[config.mk]
export PLATFORM = sky130hd
export DESIGN_NAME = axis_upsizer_top
export DESIGN_NICKNAME = d
export VERILOG_FILES = /design/src/design/axis_stream_pkg.sv /design/src/design/stats_regs_pkg.sv /design/src/design/axis_if.sv /design/src/design/axis_skid_buffer.sv /design/src/design/axis_upsizer_unit.sv /design/src/design/axis_stream_stats.sv /design/src/design/axis_upsizer_top.sv
export SDC_FILE = /design/constraint.sdc
export NUM_CORES = 1
export LEC_CHECK = 0
export ABC_AREA = 0
export BUFFER_PORTS_ARGS = -buffer_cell sky130_fd_sc_hd__buf_4
export CAP_MARGIN = 0
export CORE_MARGIN = 2
export CORE_UTILIZATION = 35
export DETAILED_ROUTE_END_ITERATION = 6
export PLACE_DENSITY = 0.62
export SYNTH_ARGS = -nofsm -noshare
export SYNTH_HDL_FRONTEND = slang
export SYNTH_HIERARCHICAL = 1
export SYNTH_SLANG_ARGS = --single-unit
[constraint.sdc]
create_clock -name aclk -period 4.9 [get_ports aclk]
set_input_delay 0.735 -clock aclk [delete_from_list [all_inputs] [get_ports aclk]]
set_output_delay 0.735 -clock aclk [all_outputs]
set_load 0.05 [all_outputs]
[src/design/axis_stream_pkg.sv]
// ------------------
// Stream geometry for the narrow input side and the wide output side.
// ------------------
`default_nettype none

package axis_stream_pkg;

    // Bytes carried by one narrow beat.
    localparam int NARROW_BYTES = 1;

    // Narrow beats packed into one wide word.
    localparam int UPSIZE = 4;

    localparam int WIDE_BYTES = NARROW_BYTES * UPSIZE; // Bytes per wide word.

    localparam int TUSER_BITS = 1; // User bits per narrow beat.

    // Width of the lane counter in the upsizer.
    localparam int LANE_INDEX_BITS = (UPSIZE >= 2) ? $clog2(UPSIZE) : 1;

endpackage

`default_nettype wire

[src/design/stats_regs_pkg.sv]
// ------------------
// AXI4-Lite widths, register map and response codes
// of the statistics block.
// ------------------
`default_nettype none

package stats_regs_pkg;

    localparam int AXIL_ADDR_BITS = 4;
    localparam int AXIL_DATA_BITS = 32;

    // Byte offsets of the registers.
    localparam logic [AXIL_ADDR_BITS-1:0] REG_WORDS   = 4'h0; // Wide words sent.
    localparam logic [AXIL_ADDR_BITS-1:0] REG_PACKETS = 4'h4; // Words with tlast.
    localparam logic [AXIL_ADDR_BITS-1:0] REG_BYTES   = 4'h8; // Kept bytes.
    localparam logic [AXIL_ADDR_BITS-1:0] REG_CLEAR   = 4'hc; // Clear command.

    localparam logic [1:0] RESP_OKAY   = 2'b00;
    localparam logic [1:0] RESP_SLVERR = 2'b10;

endpackage

`default_nettype wire

[src/design/axis_if.sv]
// ------------------
// AXI4-Stream interface with a lane count parameter.
// ------------------
`timescale 1ns/100ps
`default_nettype none

interface axis_if #(
    parameter int LANES = 1
);
    import axis_stream_pkg::*;

    logic tvalid;
    logic tready;
    logic [LANES-1:0][NARROW_BYTES*8-1:0] tdata; // Lane 0 is the low byte.
    logic [LANES-1:0][NARROW_BYTES-1:0]   tkeep;
    logic [LANES-1:0][TUSER_BITS-1:0]     tuser;
    logic tlast;

    modport source (
        output tvalid,
        input  tready,
        output tdata,
        output tkeep,
        output tuser,
        output tlast
    );

    modport sink (
        input  tvalid,
        output tready,
        input  tdata,
        input  tkeep,
        input  tuser,
        input  tlast
    );

    // Passive view for observers.
    modport monitor (
        input tvalid,
        input tready,
        input tdata,
        input tkeep,
        input tuser,
        input tlast
    );

endinterface

`default_nettype wire

[src/design/axis_skid_buffer.sv]
// ------------------
// Two-entry skid buffer on the narrow input.
// ------------------
`timescale 1ns/100ps
`default_nettype none

module axis_skid_buffer (
    input  logic aclk,
    input  logic areset_n,
    input  logic s_tvalid,
    output logic s_tready,
    input  logic [axis_stream_pkg::NARROW_BYTES*8-1:0] s_tdata,
    input  logic [axis_stream_pkg::NARROW_BYTES-1:0]   s_tkeep,
    input  logic [axis_stream_pkg::TUSER_BITS-1:0]     s_tuser,
    input  logic s_tlast,
    axis_if.source tx
);
    import axis_stream_pkg::*;

    logic skid_valid;
    logic [NARROW_BYTES*8-1:0] skid_data;
    logic [NARROW_BYTES-1:0]   skid_keep;
    logic [TUSER_BITS-1:0]     skid_user;
    logic skid_last;

    logic s_hs;
    logic out_free;

    assign s_hs     = s_tvalid && s_tready;
    assign out_free = !tx.tvalid || tx.tready; // Main entry can be reloaded.

    always_ff @(posedge aclk or negedge areset_n) begin
        if (!areset_n) begin
            tx.tvalid  <= 1'b0;
            skid_valid <= 1'b0;
            s_tready   <= 1'b0;
        end else if (out_free) begin
            tx.tvalid  <= skid_valid || s_hs;
            skid_valid <= 1'b0;
            s_tready   <= 1'b1;
        end else if (s_hs) begin
            // Main entry stalled, beat parks in the skid entry.
            skid_valid <= 1'b1;
            s_tready   <= 1'b0;
        end
    end

    always_ff @(posedge aclk) begin
        if (out_free) begin
            if (skid_valid) begin
                tx.tdata <= skid_data;
                tx.tkeep <= skid_keep;
                tx.tuser <= skid_user;
                tx.tlast <= skid_last;
            end else begin
                tx.tdata <= s_tdata;
                tx.tkeep <= s_tkeep;
                tx.tuser <= s_tuser;
                tx.tlast <= s_tlast;
            end
        end
        if (!out_free && s_hs) begin
            skid_data <= s_tdata;
            skid_keep <= s_tkeep;
            skid_user <= s_tuser;
            skid_last <= s_tlast;
        end
    end

endmodule

`default_nettype wire

[src/design/axis_upsizer_unit.sv]
// ------------------
// Packs narrow beats into wide words of UPSIZE lanes.
// A tlast beat closes the word early.
// ------------------
`timescale 1ns/100ps
`default_nettype none

module axis_upsizer_unit (
    input logic aclk,
    input logic areset_n,
    axis_if.sink   rx,
    axis_if.source tx
);
    import axis_stream_pkg::*;

    enum logic [1:0] {
        ST_IDLE,
        ST_COLLECT,
        ST_WORD,
        ST_LAST
    } state;

    logic [LANE_INDEX_BITS-1:0] lane_idx;
    logic lane_last;
    logic rx_hs;
    logic word_close;
    logic [UPSIZE-1:0] lane_wr;

    logic [UPSIZE-1:0][NARROW_BYTES*8-1:0] buf_data;
    logic [UPSIZE-1:0][NARROW_BYTES-1:0]   buf_keep;
    logic [UPSIZE-1:0][TUSER_BITS-1:0]     buf_user;

    assign lane_last  = (lane_idx == LANE_INDEX_BITS'(UPSIZE - 1));
    assign rx_hs      = rx.tvalid && rx.tready;
    assign word_close = rx.tlast || lane_last; // Beat ends the current word.

    always_comb begin
        case (state)
            ST_IDLE:    rx.tready = 1'b0; // First cycle out of reset.
            ST_COLLECT: rx.tready = 1'b1;
            default:    rx.tready = !rx.tvalid || tx.tready;
        endcase
    end

    always_comb begin
        for (int k = 0; k < UPSIZE; k++) begin
            lane_wr[k] = rx_hs && (lane_idx == LANE_INDEX_BITS'(k));
        end
    end

    always_ff @(posedge aclk or negedge areset_n) begin
        if (!areset_n) begin
            lane_idx <= '0;
        end else if (rx_hs) begin
            lane_idx <= word_close ? '0 : lane_idx + 1'b1;
        end
    end

    always_ff @(posedge aclk or negedge areset_n) begin
        if (!areset_n) begin
            state <= ST_IDLE;
        end else begin
            case (state)
                ST_IDLE: begin
                    state <= ST_COLLECT;
                end
                ST_COLLECT: begin
                    if (rx_hs && word_close) begin
                        state <= rx.tlast ? ST_LAST : ST_WORD;
                    end
                end
                default: begin
                    // Word leaves the buffer once the output moves.
                    if (tx.tready) begin
                        if (rx_hs && word_close) begin
                            state <= rx.tlast ? ST_LAST : ST_WORD;
                        end else begin
                            state <= ST_COLLECT;
                        end
                    end
                end
            endcase
        end
    end

    // Lane 0 starts a word and zeroes keep and user of the rest.
    always_ff @(posedge aclk) begin
        if (lane_wr[0]) begin
            buf_keep <= '0;
            buf_user <= '0;
        end
        for (int k = 0; k < UPSIZE; k++) begin
            if (lane_wr[k]) begin
                buf_data[k] <= rx.tdata[0];
                buf_keep[k] <= rx.tkeep[0];
                buf_user[k] <= rx.tuser[0];
            end
        end
    end

    always_ff @(posedge aclk or negedge areset_n) begin
        if (!areset_n) begin
            tx.tvalid <= 1'b0;
        end else if (tx.tready) begin
            tx.tvalid <= (state == ST_WORD) || (state == ST_LAST);
        end
    end

    always_ff @(posedge aclk) begin
        if (tx.tready) begin
            tx.tdata <= buf_data;
            tx.tkeep <= buf_keep;
            tx.tuser <= buf_user;
            tx.tlast <= (state == ST_LAST); // Word closed by tlast.
        end
    end

endmodule

`default_nettype wire

[src/design/axis_stream_stats.sv]
// ------------------
// Word, packet and byte counters on the wide stream,
// read and cleared over AXI4-Lite.
// ------------------
`timescale 1ns/100ps
`default_nettype none

module axis_stream_stats (
    input  logic aclk,
    input  logic areset_n,
    axis_if.monitor mon,
    input  logic [stats_regs_pkg::AXIL_ADDR_BITS-1:0]   s_axil_awaddr,
    input  logic                                        s_axil_awvalid,
    output logic                                        s_axil_awready,
    input  logic [stats_regs_pkg::AXIL_DATA_BITS-1:0]   s_axil_wdata,
    input  logic [stats_regs_pkg::AXIL_DATA_BITS/8-1:0] s_axil_wstrb,
    input  logic                                        s_axil_wvalid,
    output logic                                        s_axil_wready,
    output logic [1:0]                                  s_axil_bresp,
    output logic                                        s_axil_bvalid,
    input  logic                                        s_axil_bready,
    input  logic [stats_regs_pkg::AXIL_ADDR_BITS-1:0]   s_axil_araddr,
    input  logic                                        s_axil_arvalid,
    output logic                                        s_axil_arready,
    output logic [stats_regs_pkg::AXIL_DATA_BITS-1:0]   s_axil_rdata,
    output logic [1:0]                                  s_axil_rresp,
    output logic                                        s_axil_rvalid,
    input  logic                                        s_axil_rready
);
    import stats_regs_pkg::*;

    logic [AXIL_DATA_BITS-1:0] word_count;
    logic [AXIL_DATA_BITS-1:0] packet_count;
    logic [AXIL_DATA_BITS-1:0] byte_count;
    logic [AXIL_DATA_BITS-1:0] rd_data;
    logic [1:0] rd_resp;

    logic wide_hs;
    logic wr_ready;
    logic wr_hs;
    logic rd_hs;
    logic clear;

    assign wide_hs = mon.tvalid && mon.tready;
    assign s_axil_awready = wr_ready; // Address and data accepted together.
    assign s_axil_wready  = wr_ready;
    assign wr_hs = wr_ready && s_axil_awvalid && s_axil_wvalid;
    assign rd_hs = s_axil_arvalid && s_axil_arready;

    // Bit 0 of an enabled low byte triggers the clear.
    assign clear = wr_hs && (s_axil_awaddr == REG_CLEAR) && s_axil_wstrb[0] && s_axil_wdata[0];

    always_ff @(posedge aclk or negedge areset_n) begin
        if (!areset_n) begin
            word_count   <= '0;
            packet_count <= '0;
            byte_count   <= '0;
        end else if (clear) begin
            word_count   <= '0;
            packet_count <= '0;
            byte_count   <= '0;
        end else if (wide_hs) begin
            word_count <= word_count + 1'b1;
            if (mon.tlast) begin
                packet_count <= packet_count + 1'b1;
            end
            byte_count <= byte_count + AXIL_DATA_BITS'($countones(mon.tkeep));
        end
    end

    always_ff @(posedge aclk or negedge areset_n) begin
        if (!areset_n) begin
            wr_ready      <= 1'b0;
            s_axil_bvalid <= 1'b0;
            s_axil_bresp  <= RESP_OKAY;
        end else begin
            wr_ready <= !wr_ready && !s_axil_bvalid && s_axil_awvalid && s_axil_wvalid;
            if (wr_hs) begin
                s_axil_bvalid <= 1'b1;
                s_axil_bresp  <= (s_axil_awaddr == REG_CLEAR) ? RESP_OKAY : RESP_SLVERR;
            end else if (s_axil_bready) begin
                s_axil_bvalid <= 1'b0;
            end
        end
    end

    always_comb begin
        rd_resp = RESP_OKAY;
        case (s_axil_araddr)
            REG_WORDS:   rd_data = word_count;
            REG_PACKETS: rd_data = packet_count;
            REG_BYTES:   rd_data = byte_count;
            REG_CLEAR:   rd_data = '0; // Command register reads as zero.
            default: begin
                rd_data = '0;
                rd_resp = RESP_SLVERR;
            end
        endcase
    end

    always_ff @(posedge aclk or negedge areset_n) begin
        if (!areset_n) begin
            s_axil_arready <= 1'b0;
            s_axil_rvalid  <= 1'b0;
            s_axil_rresp   <= RESP_OKAY;
        end else begin
            s_axil_arready <= !s_axil_arready && !s_axil_rvalid && s_axil_arvalid;
            if (rd_hs) begin
                s_axil_rvalid <= 1'b1;
                s_axil_rresp  <= rd_resp;
            end else if (s_axil_rready) begin
                s_axil_rvalid <= 1'b0;
            end
        end
    end

    always_ff @(posedge aclk) begin
        if (rd_hs) begin
            s_axil_rdata <= rd_data;
        end
    end

endmodule

`default_nettype wire

[src/design/axis_upsizer_top.sv]
// ------------------
// Upsizer top level with skid buffer, packing unit
// and statistics registers.
// ------------------
`timescale 1ns/100ps
`default_nettype none

module axis_upsizer_top (
    input  logic aclk,
    input  logic areset_n,
    input  logic s_tvalid,
    output logic s_tready,
    input  logic [axis_stream_pkg::NARROW_BYTES*8-1:0] s_tdata,
    input  logic [axis_stream_pkg::NARROW_BYTES-1:0]   s_tkeep,
    input  logic [axis_stream_pkg::TUSER_BITS-1:0]     s_tuser,
    input  logic s_tlast,
    output logic m_tvalid,
    input  logic m_tready,
    output logic [axis_stream_pkg::WIDE_BYTES*8-1:0] m_tdata,
    output logic [axis_stream_pkg::WIDE_BYTES-1:0]   m_tkeep,
    output logic [axis_stream_pkg::UPSIZE*axis_stream_pkg::TUSER_BITS-1:0] m_tuser,
    output logic m_tlast,
    input  logic [stats_regs_pkg::AXIL_ADDR_BITS-1:0]   s_axil_awaddr,
    input  logic                                        s_axil_awvalid,
    output logic                                        s_axil_awready,
    input  logic [stats_regs_pkg::AXIL_DATA_BITS-1:0]   s_axil_wdata,
    input  logic [stats_regs_pkg::AXIL_DATA_BITS/8-1:0] s_axil_wstrb,
    input  logic                                        s_axil_wvalid,
    output logic                                        s_axil_wready,
    output logic [1:0]                                  s_axil_bresp,
    output logic                                        s_axil_bvalid,
    input  logic                                        s_axil_bready,
    input  logic [stats_regs_pkg::AXIL_ADDR_BITS-1:0]   s_axil_araddr,
    input  logic                                        s_axil_arvalid,
    output logic                                        s_axil_arready,
    output logic [stats_regs_pkg::AXIL_DATA_BITS-1:0]   s_axil_rdata,
    output logic [1:0]                                  s_axil_rresp,
    output logic                                        s_axil_rvalid,
    input  logic                                        s_axil_rready
);
    import axis_stream_pkg::*;

    axis_if #(.LANES(1))      narrow_in ();
    axis_if #(.LANES(UPSIZE)) wide_out ();

    assign m_tvalid = wide_out.tvalid;
    assign wide_out.tready = m_tready;
    assign m_tdata  = wide_out.tdata;
    assign m_tkeep  = wide_out.tkeep;
    assign m_tuser  = wide_out.tuser;
    assign m_tlast  = wide_out.tlast;

    axis_skid_buffer u_skid (
        .aclk     (aclk),
        .areset_n (areset_n),
        .s_tvalid (s_tvalid),
        .s_tready (s_tready),
        .s_tdata  (s_tdata),
        .s_tkeep  (s_tkeep),
        .s_tuser  (s_tuser),
        .s_tlast  (s_tlast),
        .tx       (narrow_in.source)
    );

    axis_upsizer_unit u_unit (
        .aclk     (aclk),
        .areset_n (areset_n),
        .rx       (narrow_in.sink),
        .tx       (wide_out.source)
    );

    axis_stream_stats u_stats (
        .aclk           (aclk),
        .areset_n       (areset_n),
        .mon            (wide_out.monitor),
        .s_axil_awaddr  (s_axil_awaddr),
        .s_axil_awvalid (s_axil_awvalid),
        .s_axil_awready (s_axil_awready),
        .s_axil_wdata   (s_axil_wdata),
        .s_axil_wstrb   (s_axil_wstrb),
        .s_axil_wvalid  (s_axil_wvalid),
        .s_axil_wready  (s_axil_wready),
        .s_axil_bresp   (s_axil_bresp),
        .s_axil_bvalid  (s_axil_bvalid),
        .s_axil_bready  (s_axil_bready),
        .s_axil_araddr  (s_axil_araddr),
        .s_axil_arvalid (s_axil_arvalid),
        .s_axil_arready (s_axil_arready),
        .s_axil_rdata   (s_axil_rdata),
        .s_axil_rresp   (s_axil_rresp),
        .s_axil_rvalid  (s_axil_rvalid),
        .s_axil_rready  (s_axil_rready)
    );

endmodule

`default_nettype wire

==> results.py <==
metrics = {
    "floorplan": {
        "rows": 64,
        "ioPinCount": 148,
        "die-width_um": 180.0,
        "start_util_pct": 35.53,
        "dieArea_mm2": 0.03240,
        "core-area_mm2": 0.03051,
        "die_y_um": 180.0,
    },
    "final_layout": {
        "drive_above_1_share_pct": 18.07,
        "fillers": 2852,
        "final_area_mm2": 0.01289,
        "antenna_cells": 0,
        "syn_to_final_growth_pct": 18.92,
        "layout_commonest_cell": "edfxtp_1",
        "final_cells": 1431,
        "nets": 1088,
        "mostFrequentLayoutCells": "edfxtp_1 (135), nand2_1 (123), buf_4 (118), dfrtp_1 (110), a21oi_1 (53)",
    },
    "power_and_ir_drop": {
        "pwr-share-clk_pct": 37.5,
        "combPwrFrac_pct": 13.7,
        "netSwitchingFraction_pct": 27.70,
        "internal_power_w": 0.003835,
        "p_seq_share_pct": 48.7,
        "peakVddDrop_uv": 280.3,
        "power_w": 0.005304,
        "p_sw_w": 0.001469,
        "p_leak_nw": 5.109,
        "power_density_mw_per_mm2": 411.5,
    },
    "grt": {
        "grt_pass1_vias": 7235,
        "gr-usage-all-layers_pct": 15.12,
        "antenna_found_initial": 0,
        "grt.overflow.total": 0,
        "grt_pass1_wl_mm": 39.87,
        "grt_max_degree": 79,
    },
    "synthesis": {
        "synth_seq_cells": 245,
        "synth_edf_count": 135,
        "ys_seq_area_share_pct": 62.79,
        "synth_area_mm2": 0.01084,
        "synth_warnings": 6,
        "syn_inst": 913,
        "yosysUniqueCellTypes": 55,
        "avgSynthCellArea_um2": 11.87,
        "async_flop_share_pct": 44.90,
        "synth_ff_type": "edfxtp_1",
    },
    "cts": {
        "clk_latency_ns": 0.54,
        "cts.path.max_buffers": 3,
        "numClockSinks": 245,
        "cts-htree-levels": 1,
        "post_cts_resized": 0,
        "cts_root_buf": "clkbuf_16",
        "clk_pin_slew_ns": 0.06,
        "tritoncts": "built",
        "post-cts-setup-buffers": 0,
        "cts_hold_buf": 0,
        "numCtsBuffers": 27,
    },
    "placed_design": {
        "postPlaceCellArea_mm2": 0.01201,
        "post-place-ws_ns": 1.592,
        "place_congestion": 0.8024,
        "dp_cells": 1381,
        "numPortBuffers": 111,
        "dp_hpwl_mm": 16.76,
    },
    "setup_path": {
        "cp-start-kind": "register",
        "critPathRequiredTime_ns": 5.36,
        "endpoint_kind": "register",
        "cp_max_fo": 13,
        "path_class": "reg2reg",
        "arrival_ns": 3.79,
    },
    "drt": {
        "drc": 0,
        "dr.pass1.iters": 4,
        "wire_per_inst_um": 17.31,
        "postRouteAntennaNets": 0,
        "vias": 7508,
        "first_iter_violations": 467,
        "routed_wl_mm": 24.77,
        "vias_per_cell": 5.247,
    },
    "sta": {
        "fin_crit_sh_pct": 67.92,
        "fmax_mhz": 300.5,
        "slew_headroom_pct": 34.48,
        "fin_crit_ns": 3.328,
        "worst_slack_ns": 1.572,
        "rsz0062_at_grt": "false",
        "worst_slew_pin_slew_ns": 0.9791,
        "hold_viol_final": 0,
        "fin_skew_ns": 0.01289,
        "finalSetupTns_ns": 0,
        "setup_viol": 0,
        "maxSlewViolCount": 0,
    },
    "flow_run": {
        "drv_cap": 0,
    },
    "outcome": {
        "status": "complete, no violations",
    },
    "hold_path": {
        "min_path_type": "in2async",
    },
}
-- cells by family after synthesis --
logic type | count (synthesis) | share of synthesized area, %
adders and majority gates | 10 | 1.362
AOI/OAI and AO/OA | 154 | 9.164
DFF | 245 | 62.79
muxes | 27 | 2.943
buffers and inverters | 68 | 2.909
other | 1 | 0.03459
and+or+nand+nor | 380 | 18.54
xor gates and xnor gates | 28 | 2.262
-- Yosys cell counts (all sizes together), types with 2 or more instances --
cell | number | area share, %
xnor2 | 17 | 1.4
o21ai | 20 | 0.92
a21oi | 53 | 2.4
and3 | 19 | 1.1
buf | 12 | 0.97
fa | 3 | 0.55
nor3 | 19 | 0.88
nand4b | 2 | 0.16
and4 | 9 | 0.73
nor4b | 2 | 0.16
dfrtp | 110 | 25
o21a | 7 | 0.48
edfxtp | 135 | 37
o2111ai | 2 | 0.16
a21o | 3 | 0.21
and2 | 12 | 0.69
inv | 21 | 0.73
xor2 | 11 | 0.89
ha | 7 | 0.81
or3 | 21 | 1.2
a22oi | 32 | 2.2
mux2i | 15 | 1.4
nand2b | 14 | 0.81
nand4 | 27 | 1.7
o31a | 4 | 0.33
nand3 | 34 | 1.6
nor3b | 2 | 0.14
a31oi | 2 | 0.12
clkbuf | 35 | 1.2
nand2 | 124 | 4.3
nor4 | 15 | 0.87
mux2 | 12 | 1.6
nor2 | 39 | 1.4
o31ai | 27 | 1.9
or4 | 32 | 2.3
or2 | 5 | 0.29
-- final cells by class --
type / instances / area (um^2) / area share (%)
clock buffers: 37 / 743.2 / 5.765
repair buffers: 118 / 885.9 / 6.872
inverters: 21 / 78.83 / 0.6115
flip-flops and latches: 245 / 6807 / 52.80
multi-input cells: 601 / 3747 / 29.07
clock inverters: 13 / 133.9 / 1.039
well taps: 396 / 495.5 / 3.844
-- worst max-delay path: stages (launching register included) --
cell      delay, ns
edfxtp_1       0.43
fa_1           0.55
inv_1          0.05
fa_1           0.39
inv_1          0.09
fa_1           0.23
nand4_1        0.24
or3_1          0.60
or4_1          0.53
a21oi_1        0.15
-- layer usage --
metal	share of wire (%)	vias to the layer above	global-route usage, %	wire length, um
met5	0	-	0	0
met4	2.2	0	4.195	541
li1	-	3608	-	-
met2	48	174	24.72	11880
met1	44	3689	20.41	10870
met3	6.0	37	3.201	1474
-- flip-flops by register name, summed over array words and instances (netlist names), 2 cells and up --
register,cells
u_stats/s_axil_rdata,32
u_unit/tx.tuser,4
u_unit/state,2
u_skid/tx.tdata,8
u_unit/tx.tkeep,4
u_unit/buf_keep,4
u_unit/tx.tdata,32
u_stats/byte_count,32
u_stats/word_count,32
u_unit/buf_user,4
u_skid/skid_data,8
u_stats/packet_count,32
u_unit/buf_data,32
u_unit/lane_idx,2
-- through the flow --
step                hold WS, ns  util [%]
floorplan                0.4003         -
global placement         0.4011     39.38
detailed placement       0.4045     39.38
CTS                      0.1373     42.25
global route             0.1543     42.25
finish                   0.1347     42.25
-- worst paths after layout --
| path | startpoint | end | slack [ns] | cells past startpoint |
|---|---|---|---|---|
| max in group asynchronous | areset_n | u_stats/word_count[1] | 3.76 | 2 |
| max | u_unit/tx.tkeep[0] | u_stats/byte_count[18] | 1.57 | 9 |
| min | areset_n | u_stats/byte_count[27] | 0.13 | 1 |
| min in group aclk | s_tuser | u_skid/skid_user | 0.38 | 1 |
| min reg2reg | u_unit/buf_data[28] | u_unit/tx.tdata[28] | 0.42 | 0 |
| max reg2reg | u_unit/tx.tkeep[0] | u_stats/byte_count[18] | 1.57 | 9 |
-- power groups by stage --
stage | Sequential (W) | Clock (W) | Combinational [W]
2_1_floorplan | 0.00278 | 0 | 0.000312
3_3_place_gp | 0.00262 | 0 | 0.000720
3_5_place_dp | 0.00263 | 0 | 0.000730
4_1_cts | 0.00259 | 0.00204 | 0.000733
5_1_grt | 0.00261 | 0.00213 | 0.000786
6_report | 0.00258 | 0.00199 | 0.000728
No activity file was read; power rests on OpenSTA's default activity.
